## config.mk

```make
export PLATFORM = sky130hd
export DESIGN_NAME = uop_core
export DESIGN_NICKNAME = d
export VERILOG_FILES = /design/src/uop_pkg.sv /design/src/arch_state.sv /design/src/uop_core.sv /design/src/uop_decode.sv /design/src/uop_execute.sv /design/src/writeback.sv
export SDC_FILE = /design/constraint.sdc
export NUM_CORES = 1
export LEC_CHECK = 0
export BUFFER_PORTS_ARGS = -buffer_cell sky130_fd_sc_hd__buf_4
export CELL_PAD_IN_SITES_DETAIL_PLACEMENT = 1
export CELL_PAD_IN_SITES_GLOBAL_PLACEMENT = 1
export CORE_ASPECT_RATIO = 1.4
export CORE_UTILIZATION = 40
export DETAILED_ROUTE_END_ITERATION = 16
export PLACE_DENSITY = 0.65
export SLEW_MARGIN = 20
export SYNTH_ARGS = -nofsm -noshare
export SYNTH_HDL_FRONTEND = slang
export SYNTH_SLANG_ARGS = --single-unit
```

## constraint.sdc

```tcl
create_clock -name CLK -period 15 [get_ports CLK]
set_clock_uncertainty 0.2 [all_clocks]
set_input_delay 3 -clock CLK [delete_from_list [all_inputs] [get_ports CLK]]
set_output_delay 3 -clock CLK [all_outputs]
set_load 0.05 [all_outputs]
```

## src/uop_pkg.sv

```systemverilog
`default_nettype none

package uop_pkg;

   // opcode field values
   typedef enum logic [3:0] {
      op_nop   = 4'h0,
      op_add   = 4'h1,
      op_sub   = 4'h2,
      op_and   = 4'h3,
      op_xor   = 4'h4,
      op_movi  = 4'h5,
      op_cmovc = 4'h6,
      op_jne   = 4'h7,
      op_store = 4'h8,
      op_halt  = 4'h9
   } uop_op_e;

   typedef enum logic {
      st_run    = 1'b0,
      st_halted = 1'b1
   } core_state_e;

   // instruction word fields
   localparam int OPC_MSB = 31;
   localparam int OPC_LSB = 28;
   localparam int DR_MSB  = 27;
   localparam int DR_LSB  = 25;
   localparam int SR_MSB  = 24;
   localparam int SR_LSB  = 22;
   localparam int IMM_W   = 16;

   // bits of the flags vector
   localparam int FLAG_ZF = 0;
   localparam int FLAG_CF = 1;

   // ops that may load a general register
   function automatic logic op_writes_gpr(uop_op_e op);
      case (op)
         op_add, op_sub, op_and, op_xor, op_movi, op_cmovc:
            return 1'b1;
         default:
            return 1'b0;
      endcase
   endfunction

   function automatic logic op_writes_flags(uop_op_e op);
      case (op)
         op_add, op_sub, op_and, op_xor:
            return 1'b1;
         default:
            return 1'b0;
      endcase
   endfunction

endpackage

`default_nettype wire

```

## src/arch_state.sv

```systemverilog
`timescale 1ns/100ps
`default_nettype none

module arch_state import uop_pkg::*; #(
   parameter logic [31:0] RESET_EIP = 32'h0000_0000
) (
   input  wire         CLK,
   input  wire         rst_n,
   input  wire  [2:0]  gpr_ra,
   input  wire  [2:0]  gpr_rb,
   output logic [31:0] rd_a,
   output logic [31:0] rd_b,
   input  wire         gpr_ld,
   input  wire  [2:0]  gpr_dr,
   input  wire  [31:0] gpr_data,
   input  wire         flags_ld,
   input  wire  [1:0]  flags_data,
   output logic [1:0]  cur_flags,
   input  wire         eip_ld,
   input  wire  [31:0] eip_data,
   input  wire         halt_ld,
   input  wire         stall,
   output logic [31:0] fetch_eip,
   output logic        halted
);

   logic [31:0] gpr [8];
   logic [1:0]  flags_q;
   logic [31:0] eip_q;
   core_state_e state_q;

   assign rd_a      = gpr[gpr_ra];
   assign rd_b      = gpr[gpr_rb];
   assign cur_flags = flags_q;
   assign fetch_eip = eip_q;
   assign halted    = (state_q == st_halted);

   // register file and flags
   always_ff @(posedge CLK or negedge rst_n) begin
      if (!rst_n) begin
         for (int i = 0; i < 8; i++) begin
            gpr[i] <= '0;
         end
         flags_q <= '0;
      end else begin
         if (gpr_ld)
            gpr[gpr_dr] <= gpr_data;
         if (flags_ld)
            flags_q <= flags_data;
      end
   end

   always_ff @(posedge CLK or negedge rst_n) begin
      if (!rst_n) begin
         eip_q   <= RESET_EIP;
         state_q <= st_run;
      end else begin
         if (halt_ld)
            state_q <= st_halted;
         // redirect wins over sequential advance
         if (eip_ld)
            eip_q <= eip_data;
         else if (!stall && !halt_ld && state_q == st_run)
            eip_q <= eip_q + 32'd1;
      end
   end

endmodule

`default_nettype wire

```

## src/uop_core.sv

```systemverilog
`timescale 1ns/100ps
`default_nettype none

module uop_core import uop_pkg::*; #(
   parameter logic [31:0] RESET_EIP = 32'h0000_0000
) (
   input  wire         CLK,
   input  wire         rst_n,
   output logic [31:0] fetch_eip,
   input  wire  [31:0] instr,
   output logic        dcache_write,
   output logic [31:0] dcache_addr,
   output logic [31:0] dcache_data,
   input  wire         write_ready,
   output logic        halted
);

   // state block
   logic [2:0]  gpr_ra;
   logic [2:0]  gpr_rb;
   logic [31:0] rd_a;
   logic [31:0] rd_b;
   logic        gpr_ld;
   logic [2:0]  gpr_dr;
   logic [31:0] gpr_data;
   logic        flags_ld;
   logic [1:0]  flags_data;
   logic [1:0]  cur_flags;
   logic        eip_ld;
   logic [31:0] eip_data;
   logic        halt_ld;
   logic        fetch_hold;

   // decode to execute
   logic        ex_v;
   uop_op_e     ex_op;
   logic [2:0]  ex_dr;
   logic [31:0] ex_a;
   logic [31:0] ex_b;
   logic [31:0] ex_imm;
   logic [31:0] ex_eip;
   logic        dep_ex_v_gpr;
   logic [2:0]  dep_ex_dr;
   logic        dep_ex_flags;

   // execute to writeback
   logic        wb_v_in;
   uop_op_e     wb_op_in;
   logic [2:0]  wb_dr_in;
   logic [31:0] wb_result_in;
   logic [1:0]  wb_flags_in;
   logic        wb_ld_flags_in;
   logic [31:0] wb_target_in;
   logic [31:0] wb_store_data_in;
   logic        wb_stall;
   logic        flush;
   logic        dep_v_gpr;
   logic [2:0]  dep_dr;
   logic        dep_wb_flags;

   // fetch_hold already folds in wb_stall
   arch_state #(
      .RESET_EIP (RESET_EIP)
   ) arch_state_inst (
      .*,
      .stall (fetch_hold)
   );

   uop_decode uop_decode_inst (.*);

   uop_execute uop_execute_inst (.*);

   writeback writeback_inst (.*);

endmodule

`default_nettype wire

```

## src/uop_decode.sv

```systemverilog
`timescale 1ns/100ps
`default_nettype none

module uop_decode import uop_pkg::*; (
   input  wire         CLK,
   input  wire         rst_n,
   input  wire  [31:0] instr,
   input  wire  [31:0] fetch_eip,
   input  wire         halted,
   output logic        fetch_hold,
   output logic [2:0]  gpr_ra,
   output logic [2:0]  gpr_rb,
   input  wire  [31:0] rd_a,
   input  wire  [31:0] rd_b,
   input  wire         dep_ex_v_gpr,
   input  wire  [2:0]  dep_ex_dr,
   input  wire         dep_ex_flags,
   input  wire         dep_v_gpr,
   input  wire  [2:0]  dep_dr,
   input  wire         dep_wb_flags,
   input  wire         wb_stall,
   input  wire         flush,
   output logic        ex_v,
   output uop_op_e     ex_op,
   output logic [2:0]  ex_dr,
   output logic [31:0] ex_a,
   output logic [31:0] ex_b,
   output logic [31:0] ex_imm,
   output logic [31:0] ex_eip
);

   logic        f_v;
   logic [31:0] f_instr;
   logic [31:0] f_eip;
   uop_op_e     op;
   logic        uses_a;
   logic        uses_b;
   logic        uses_flags;
   logic        raw_ex;
   logic        raw_wb;
   logic        hazard;

   // fetch register
   always_ff @(posedge CLK or negedge rst_n) begin
      if (!rst_n)
         f_v <= 1'b0;
      else if (flush)
         f_v <= 1'b0;
      else if (!fetch_hold)
         f_v <= !halted;
   end

   always_ff @(posedge CLK) begin
      if (!fetch_hold) begin
         f_instr <= instr;
         f_eip   <= fetch_eip;
      end
   end

   // field split
   assign op     = uop_op_e'(f_instr[OPC_MSB:OPC_LSB]);
   assign gpr_ra = f_instr[DR_MSB:DR_LSB];
   assign gpr_rb = f_instr[SR_MSB:SR_LSB];

   always_comb begin
      uses_a     = 1'b0;
      uses_b     = 1'b0;
      uses_flags = 1'b0;
      case (op)
         op_add, op_sub, op_and, op_xor, op_store: begin
            uses_a = 1'b1;
            uses_b = 1'b1;
         end
         op_cmovc: begin
            uses_b     = 1'b1;
            uses_flags = 1'b1;
         end
         op_jne:
            uses_flags = 1'b1;
         default: ;
      endcase
   end

   // read-after-write against execute and writeback
   assign raw_ex = dep_ex_v_gpr &&
                   ((uses_a && dep_ex_dr == gpr_ra) || (uses_b && dep_ex_dr == gpr_rb));
   assign raw_wb = dep_v_gpr &&
                   ((uses_a && dep_dr == gpr_ra) || (uses_b && dep_dr == gpr_rb));
   assign hazard = f_v && (raw_ex || raw_wb || (uses_flags && (dep_ex_flags || dep_wb_flags)));

   assign fetch_hold = hazard || wb_stall;

   // bubble while held
   assign ex_v   = f_v && !hazard;
   assign ex_op  = op;
   assign ex_dr  = gpr_ra;
   assign ex_a   = rd_a;
   assign ex_b   = rd_b;
   assign ex_imm = {{(32 - IMM_W){f_instr[IMM_W-1]}}, f_instr[IMM_W-1:0]};
   assign ex_eip = f_eip;

endmodule

`default_nettype wire

```

## src/uop_execute.sv

```systemverilog
`timescale 1ns/100ps
`default_nettype none

module uop_execute import uop_pkg::*; (
   input  wire          CLK,
   input  wire          rst_n,
   input  wire          ex_v,
   input  wire uop_op_e ex_op,
   input  wire  [2:0]   ex_dr,
   input  wire  [31:0]  ex_a,
   input  wire  [31:0]  ex_b,
   input  wire  [31:0]  ex_imm,
   input  wire  [31:0]  ex_eip,
   input  wire          wb_stall,
   input  wire          flush,
   output logic         dep_ex_v_gpr,
   output logic [2:0]   dep_ex_dr,
   output logic         dep_ex_flags,
   output logic         wb_v_in,
   output uop_op_e      wb_op_in,
   output logic [2:0]   wb_dr_in,
   output logic [31:0]  wb_result_in,
   output logic [1:0]   wb_flags_in,
   output logic         wb_ld_flags_in,
   output logic [31:0]  wb_target_in,
   output logic [31:0]  wb_store_data_in
);

   logic        v_q;
   uop_op_e     op_q;
   logic [2:0]  dr_q;
   logic [31:0] a_q;
   logic [31:0] b_q;
   logic [31:0] imm_q;
   logic [31:0] eip_q;
   logic [32:0] sum;
   logic [32:0] diff;
   logic [31:0] result;
   logic        carry;

   always_ff @(posedge CLK or negedge rst_n) begin
      if (!rst_n)
         v_q <= 1'b0;
      else if (flush)
         v_q <= 1'b0;
      else if (!wb_stall)
         v_q <= ex_v;
   end

   always_ff @(posedge CLK) begin
      if (!wb_stall) begin
         op_q  <= ex_op;
         dr_q  <= ex_dr;
         a_q   <= ex_a;
         b_q   <= ex_b;
         imm_q <= ex_imm;
         eip_q <= ex_eip;
      end
   end

   assign sum  = {1'b0, a_q} + {1'b0, b_q};
   // top bit is the borrow
   assign diff = {1'b0, a_q} - {1'b0, b_q};

   always_comb begin
      result = '0;
      carry  = 1'b0;
      case (op_q)
         op_add: begin
            result = sum[31:0];
            carry  = sum[32];
         end
         op_sub: begin
            result = diff[31:0];
            carry  = diff[32];
         end
         op_and:   result = a_q & b_q;
         op_xor:   result = a_q ^ b_q;
         op_movi:  result = imm_q;
         op_cmovc: result = b_q;
         // store address
         op_store: result = a_q + imm_q;
         default:  result = '0;
      endcase
   end

   always_comb begin
      wb_flags_in          = '0;
      wb_flags_in[FLAG_ZF] = (result == '0);
      wb_flags_in[FLAG_CF] = carry;
   end

   assign wb_v_in          = v_q;
   assign wb_op_in         = op_q;
   assign wb_dr_in         = dr_q;
   assign wb_result_in     = result;
   assign wb_ld_flags_in   = op_writes_flags(op_q);
   assign wb_target_in     = eip_q + 32'd1 + imm_q;
   assign wb_store_data_in = b_q;

   // in-flight marks for decode
   assign dep_ex_v_gpr = v_q && op_writes_gpr(op_q);
   assign dep_ex_dr    = dr_q;
   assign dep_ex_flags = v_q && op_writes_flags(op_q);

endmodule

`default_nettype wire

```

## src/writeback.sv

```systemverilog
`timescale 1ns/100ps
`default_nettype none

module writeback import uop_pkg::*; (
   input  wire          CLK,
   input  wire          rst_n,
   input  wire          wb_v_in,
   input  wire uop_op_e wb_op_in,
   input  wire  [2:0]   wb_dr_in,
   input  wire  [31:0]  wb_result_in,
   input  wire  [1:0]   wb_flags_in,
   input  wire          wb_ld_flags_in,
   input  wire  [31:0]  wb_target_in,
   input  wire  [31:0]  wb_store_data_in,
   input  wire  [1:0]   cur_flags,
   input  wire          write_ready,
   output logic         gpr_ld,
   output logic [2:0]   gpr_dr,
   output logic [31:0]  gpr_data,
   output logic         flags_ld,
   output logic [1:0]   flags_data,
   output logic         eip_ld,
   output logic [31:0]  eip_data,
   output logic         halt_ld,
   output logic         dcache_write,
   output logic [31:0]  dcache_addr,
   output logic [31:0]  dcache_data,
   output logic         wb_stall,
   output logic         flush,
   output logic         dep_v_gpr,
   output logic [2:0]   dep_dr,
   output logic         dep_wb_flags
);

   logic        v_q;
   uop_op_e     op_q;
   logic [2:0]  dr_q;
   logic [31:0] result_q;
   logic [1:0]  flags_q;
   logic        ld_flags_q;
   logic [31:0] target_q;
   logic [31:0] store_data_q;
   logic        ld_gpr;
   logic        taken;
   logic        go;

   // the op entering on a flush edge is younger than the flusher
   always_ff @(posedge CLK or negedge rst_n) begin
      if (!rst_n)
         v_q <= 1'b0;
      else if (!wb_stall)
         v_q <= wb_v_in && !flush;
   end

   always_ff @(posedge CLK) begin
      if (!wb_stall) begin
         op_q         <= wb_op_in;
         dr_q         <= wb_dr_in;
         result_q     <= wb_result_in;
         flags_q      <= wb_flags_in;
         ld_flags_q   <= wb_ld_flags_in;
         target_q     <= wb_target_in;
         store_data_q <= wb_store_data_in;
      end
   end

   // cmovc and jne resolve on committed flags
   always_comb begin
      ld_gpr = op_writes_gpr(op_q);
      if (op_q == op_cmovc)
         ld_gpr = cur_flags[FLAG_CF];
   end

   assign taken = (op_q == op_jne) && !cur_flags[FLAG_ZF];

   // store held until write_ready
   assign dcache_write = v_q && (op_q == op_store);
   assign dcache_addr  = result_q;
   assign dcache_data  = store_data_q;
   assign wb_stall     = dcache_write && !write_ready;

   assign go = v_q && !wb_stall;

   assign gpr_ld     = go && ld_gpr;
   assign gpr_dr     = dr_q;
   assign gpr_data   = result_q;
   assign flags_ld   = go && ld_flags_q;
   assign flags_data = flags_q;
   assign eip_ld     = go && taken;
   assign eip_data   = target_q;
   assign halt_ld    = go && (op_q == op_halt);
   assign flush      = eip_ld || halt_ld;

   assign dep_v_gpr    = v_q && op_writes_gpr(op_q);
   assign dep_dr       = dr_q;
   assign dep_wb_flags = v_q && ld_flags_q;

endmodule

`default_nettype wire
```

==> flow_summary_export.csv <==
group,metric,value,unit
placed_design,routabilityCongestion,0.9225,
pwr,p_sw,3.044,mW
die,design.core.area,79220,um2
detailed_routing,met1Wirelength,40010,um
worst_hold_path,min_path_type,"flip-flop to flip-flop",
cts,cts_hold_buffers,0,
worst_hold_path,whs_path_depth,0,
die,die_h,336.9,um
cells_and_area,fill_cells,8109,
detailed_routing,first_pass_iters,7,
detailed_routing,ant_nets,0,
cells_and_area,area_growth,12.32,%
synth,synth_common_cells,"323 x mux2_2, 294 x dfrtp_1, 283 x edfxtp_1",
timing,fmax,170.3,MHz
timing,max-slew-margin-rel,34.70,%
synth,synth_largest_area_cell,"edfxtp_1",
grt,grt_pass1_vias,24260,
cells_and_area,final_cell_count_no_fill,3719,
synth,async_reset_ff_share,50.95,%
cts,cts_setup_buffers,0,
synth,avgSynthCellArea,12.72,um2
timing,layout_min_cycle_time,5.872,ns
pwr,clock_power_share,19.1,%
pwr,p_comb_share,42.4,%
worst_setup_path,cp_cell_sequence,"ha_1, inv_1, fa_1, o21ba_1, or4_4, a311oi_1, nor2_1, xnor2_1, a221oi_1, o21ai_0, or4_1, nor4_2, nand4b_1, nor4b_1, and4bb_1",
timing,tns,0,ns
placed_design,dpl.cell_count,3607,
worst_setup_path,crit_slowest_cell,"edfxtp_1",
detailed_routing,met2WireLength,53700,um
pwr,p_int,4.423,mW
detailed_routing,drtIter0Drc,1101,
detailed_routing,drc,0,
worst_setup_path,arrival,6.15,ns
worst_setup_path,start_kind,"flip-flop",
pwr,p_per_area,207.5,nW/um2
pwr,power_leakage,15.56,nW
timing,worstMarginPinSlew,0.9795,ns
cells_and_area,final_nets,2781,
cts,clock_path_buffers,3,
timing,grt_setup_unrepaired,"no",
synth,synth_fp_nets,2686,
cts,cts_buffers,59,
grt,grt_pass1_wl,153600,um
cts,cts_tree,"done",
worst_setup_path,end_kind,"flip-flop",
detailed_routing,drt-vias-per-instance,5.995,
timing,finalHoldViolations,0,
grt,grt_max_degree,119,
synth,synth_edf_count,283,
placed_design,numPortBuffers,126,
die,dieArea,81260,um2
timing,fin_ws,9.128,ns
pwr,sequentialPowerShare,38.4,%
timing,maxSlewViolCount,0,
flow_run,drv_cap,0,
die,die_w,241.2,um
synth,synth_seq_cells,577,
grt,antenna_found_initial,2,
synth,yosysWarnings,0,
detailed_routing,routed.top_layer,"met5",
pwr,switching_share,40.76,%
grt,grt_usage,25.27,%
die,ios,133,
cells_and_area,drive_gt1_share,27.40,%
cts,cts_root_buf,"clkbuf_16",
pwr,power,7.467,mW
timing,setup_viol,0,
cts,cts.sinks,577,
detailed_routing,routed_wl,100800,um
worst_setup_path,required,15.28,ns
synth,ys.flop_type,"dfrtp_1",
cts,clock_latency,0.64,ns
cts,htreeDepth,2,
run_status,outcome,"completed",
worst_setup_path,rr_worst_depth,15,
pwr,vdd_ir_drop_max,0.1110,mV
worst_setup_path,cp_max_fo,5,
grt,globalRouteOverflowTotal,0,
synth,synth.most_common_cell,"mux2_2",
synth,synth.yosys.seq_area_share,49.48,%
timing,post-route-period-util,39.15,%
die,rows,122,
placed_design,place.detailed.hpwl,69370,um
synth,ys_types,90,
detailed_routing,vias,22300,
placed_design,pre_cts_ws,8.959,ns
synth,synth.area.top_cells,"edfxtp_1 27%, dfrtp_1 23%, mux2_2 11%",
detailed_routing,wl_met3,3270,um
cts,clk_pin_slew_worst_paths,0.06,ns
worst_setup_path,cpPeakStageDelay,0.62,ns
synth,synth_cells,2519,
detailed_routing,wl_per_cell,27.12,um
synth,netlist_area,32040,um2
cts,cts.repair.resized,0,
die,initial_core_util,40.45,%
synth,synth_top_area_share,26.52,%
worst_setup_path,worstSetupPathType,"flip-flop to flip-flop",
-- path summary, 6_finish.rpt --
kind | start | endpoint | slack [ns]
worst max-delay path | uop_execute_inst.wb_store_data_in[0] | writeback_inst.flags_data[0] | 9.13
worst min-delay path | uop_decode_inst.f_instr[13] | uop_execute_inst.imm_q[13] | 0.22
worst max register to register | uop_execute_inst.wb_store_data_in[0] | writeback_inst.flags_data[0] | 9.13
worst min register to register | uop_decode_inst.f_instr[13] | uop_execute_inst.imm_q[13] | 0.22
max in group asynchronous | rst_n | arch_state_inst.gpr[234] | 10.28
min in group asynchronous | rst_n | arch_state_inst.gpr[220] | 2.14
-- critical path, delay by kind of cell (launching register included) --
family,cells,cell delay (ns)
simple gates,7,2.52
buf+inv,1,0.07
xor+xnor,1,0.17
compound gates,4,1.43
fa+ha+maj,2,0.70
flops,1,0.62
-- kinds of logic after synthesis --
| kind of cell | share of synthesized area [%] |
|---|---|
| fa+ha+maj | 5.248 |
| buf+inv | 2.663 |
| compound gates | 11.16 |
| mux | 20.66 |
| simple gates | 7.591 |
| flops | 49.48 |
| xor+xnor | 3.198 |
-- routing by layer --
| metal | global-route usage, % | up-vias |
|---|---|---|
| met5 | 0 | - |
| met4 | 9.884 | 4 |
| met3 | 2.833 | 227 |
| met2 | 46.07 | 494 |
| met1 | 30.08 | 11700 |
| li1 | - | 9874 |
-- area by class of cell --
cell class / instances / area [um2] / area share, %
sequential: 577 / 15860 / 44.05
multi-input combinational: 1722 / 15390 / 42.76
clock buffer: 82 / 1634 / 4.540
tap: 1054 / 1319 / 3.664
timing repair buffer: 161 / 1232 / 3.424
inverter: 93 / 356.6 / 0.9908
clock inverter: 29 / 201.4 / 0.5597
antenna: 1 / 2.502 / 0.006953
-- metrics by stage --
step / hold WS, ns / util (%) / cell area [um2]
6_report: 0.2196 / 45.43 / 35990
4_1_cts: 0.2208 / 45.42 / 35980
3_3_place_gp: 0.2010 / 43.10 / 34150
3_5_place_dp: 0.2070 / 43.10 / 34150
2_1_floorplan: 0.2003 / - / 32040
5_1_grt: 0.2227 / 45.43 / 35990
-- registers in the layout, summed over array words and instances, names as in the netlist, 2 cells and up --
name / cells
arch_state_inst.cur_flags: 2
uop_execute_inst.dep_ex_dr: 3
writeback_inst.dcache_data: 32
arch_state_inst.fetch_eip: 32
uop_execute_inst.wb_op_in: 4
uop_decode_inst.ex_eip: 32
writeback_inst.eip_data: 32
writeback_inst.flags_data: 2
writeback_inst.op_q: 4
writeback_inst.dep_dr: 3
uop_execute_inst.imm_q: 16
uop_execute_inst.a_q: 32
uop_execute_inst.wb_store_data_in: 32
arch_state_inst.gpr: 256
writeback_inst.dcache_addr: 32
uop_execute_inst.eip_q: 32
uop_decode_inst.f_instr: 26
-- cells in the final DEF (no fill, tap or decap), types with 25 or more instances in the layout --
master	Yosys	routed
nor2_1	112	110
buf_4	1	158
a221o_1	26	26
xnor2_1	63	63
edfxtp_1	283	283
ha_1	128	128
a21o_1	36	36
nand2b_1	28	28
clkbuf_16	0	60
nand2_1	137	135
mux4_2	128	128
inv_1	88	86
o21ai_0	108	108
nand3_1	50	49
dfrtp_1	294	294
xor2_1	54	54
a21oi_1	100	100
nor3_1	40	39
o211ai_1	25	25
mux2_2	323	323
-- power by group through the flow --
stage | clock network, mW | logic (mW) | registers (mW)
after floorplan | 0 | 1.96 | 3.01
after global placement | 0 | 3.07 | 2.84
after detailed placement | 0 | 3.15 | 2.90
after CTS | 1.47 | 3.17 | 2.88
after global routing | 1.52 | 3.42 | 2.95
final | 1.43 | 3.17 | 2.87
Power figures use the tool's default switching activity.
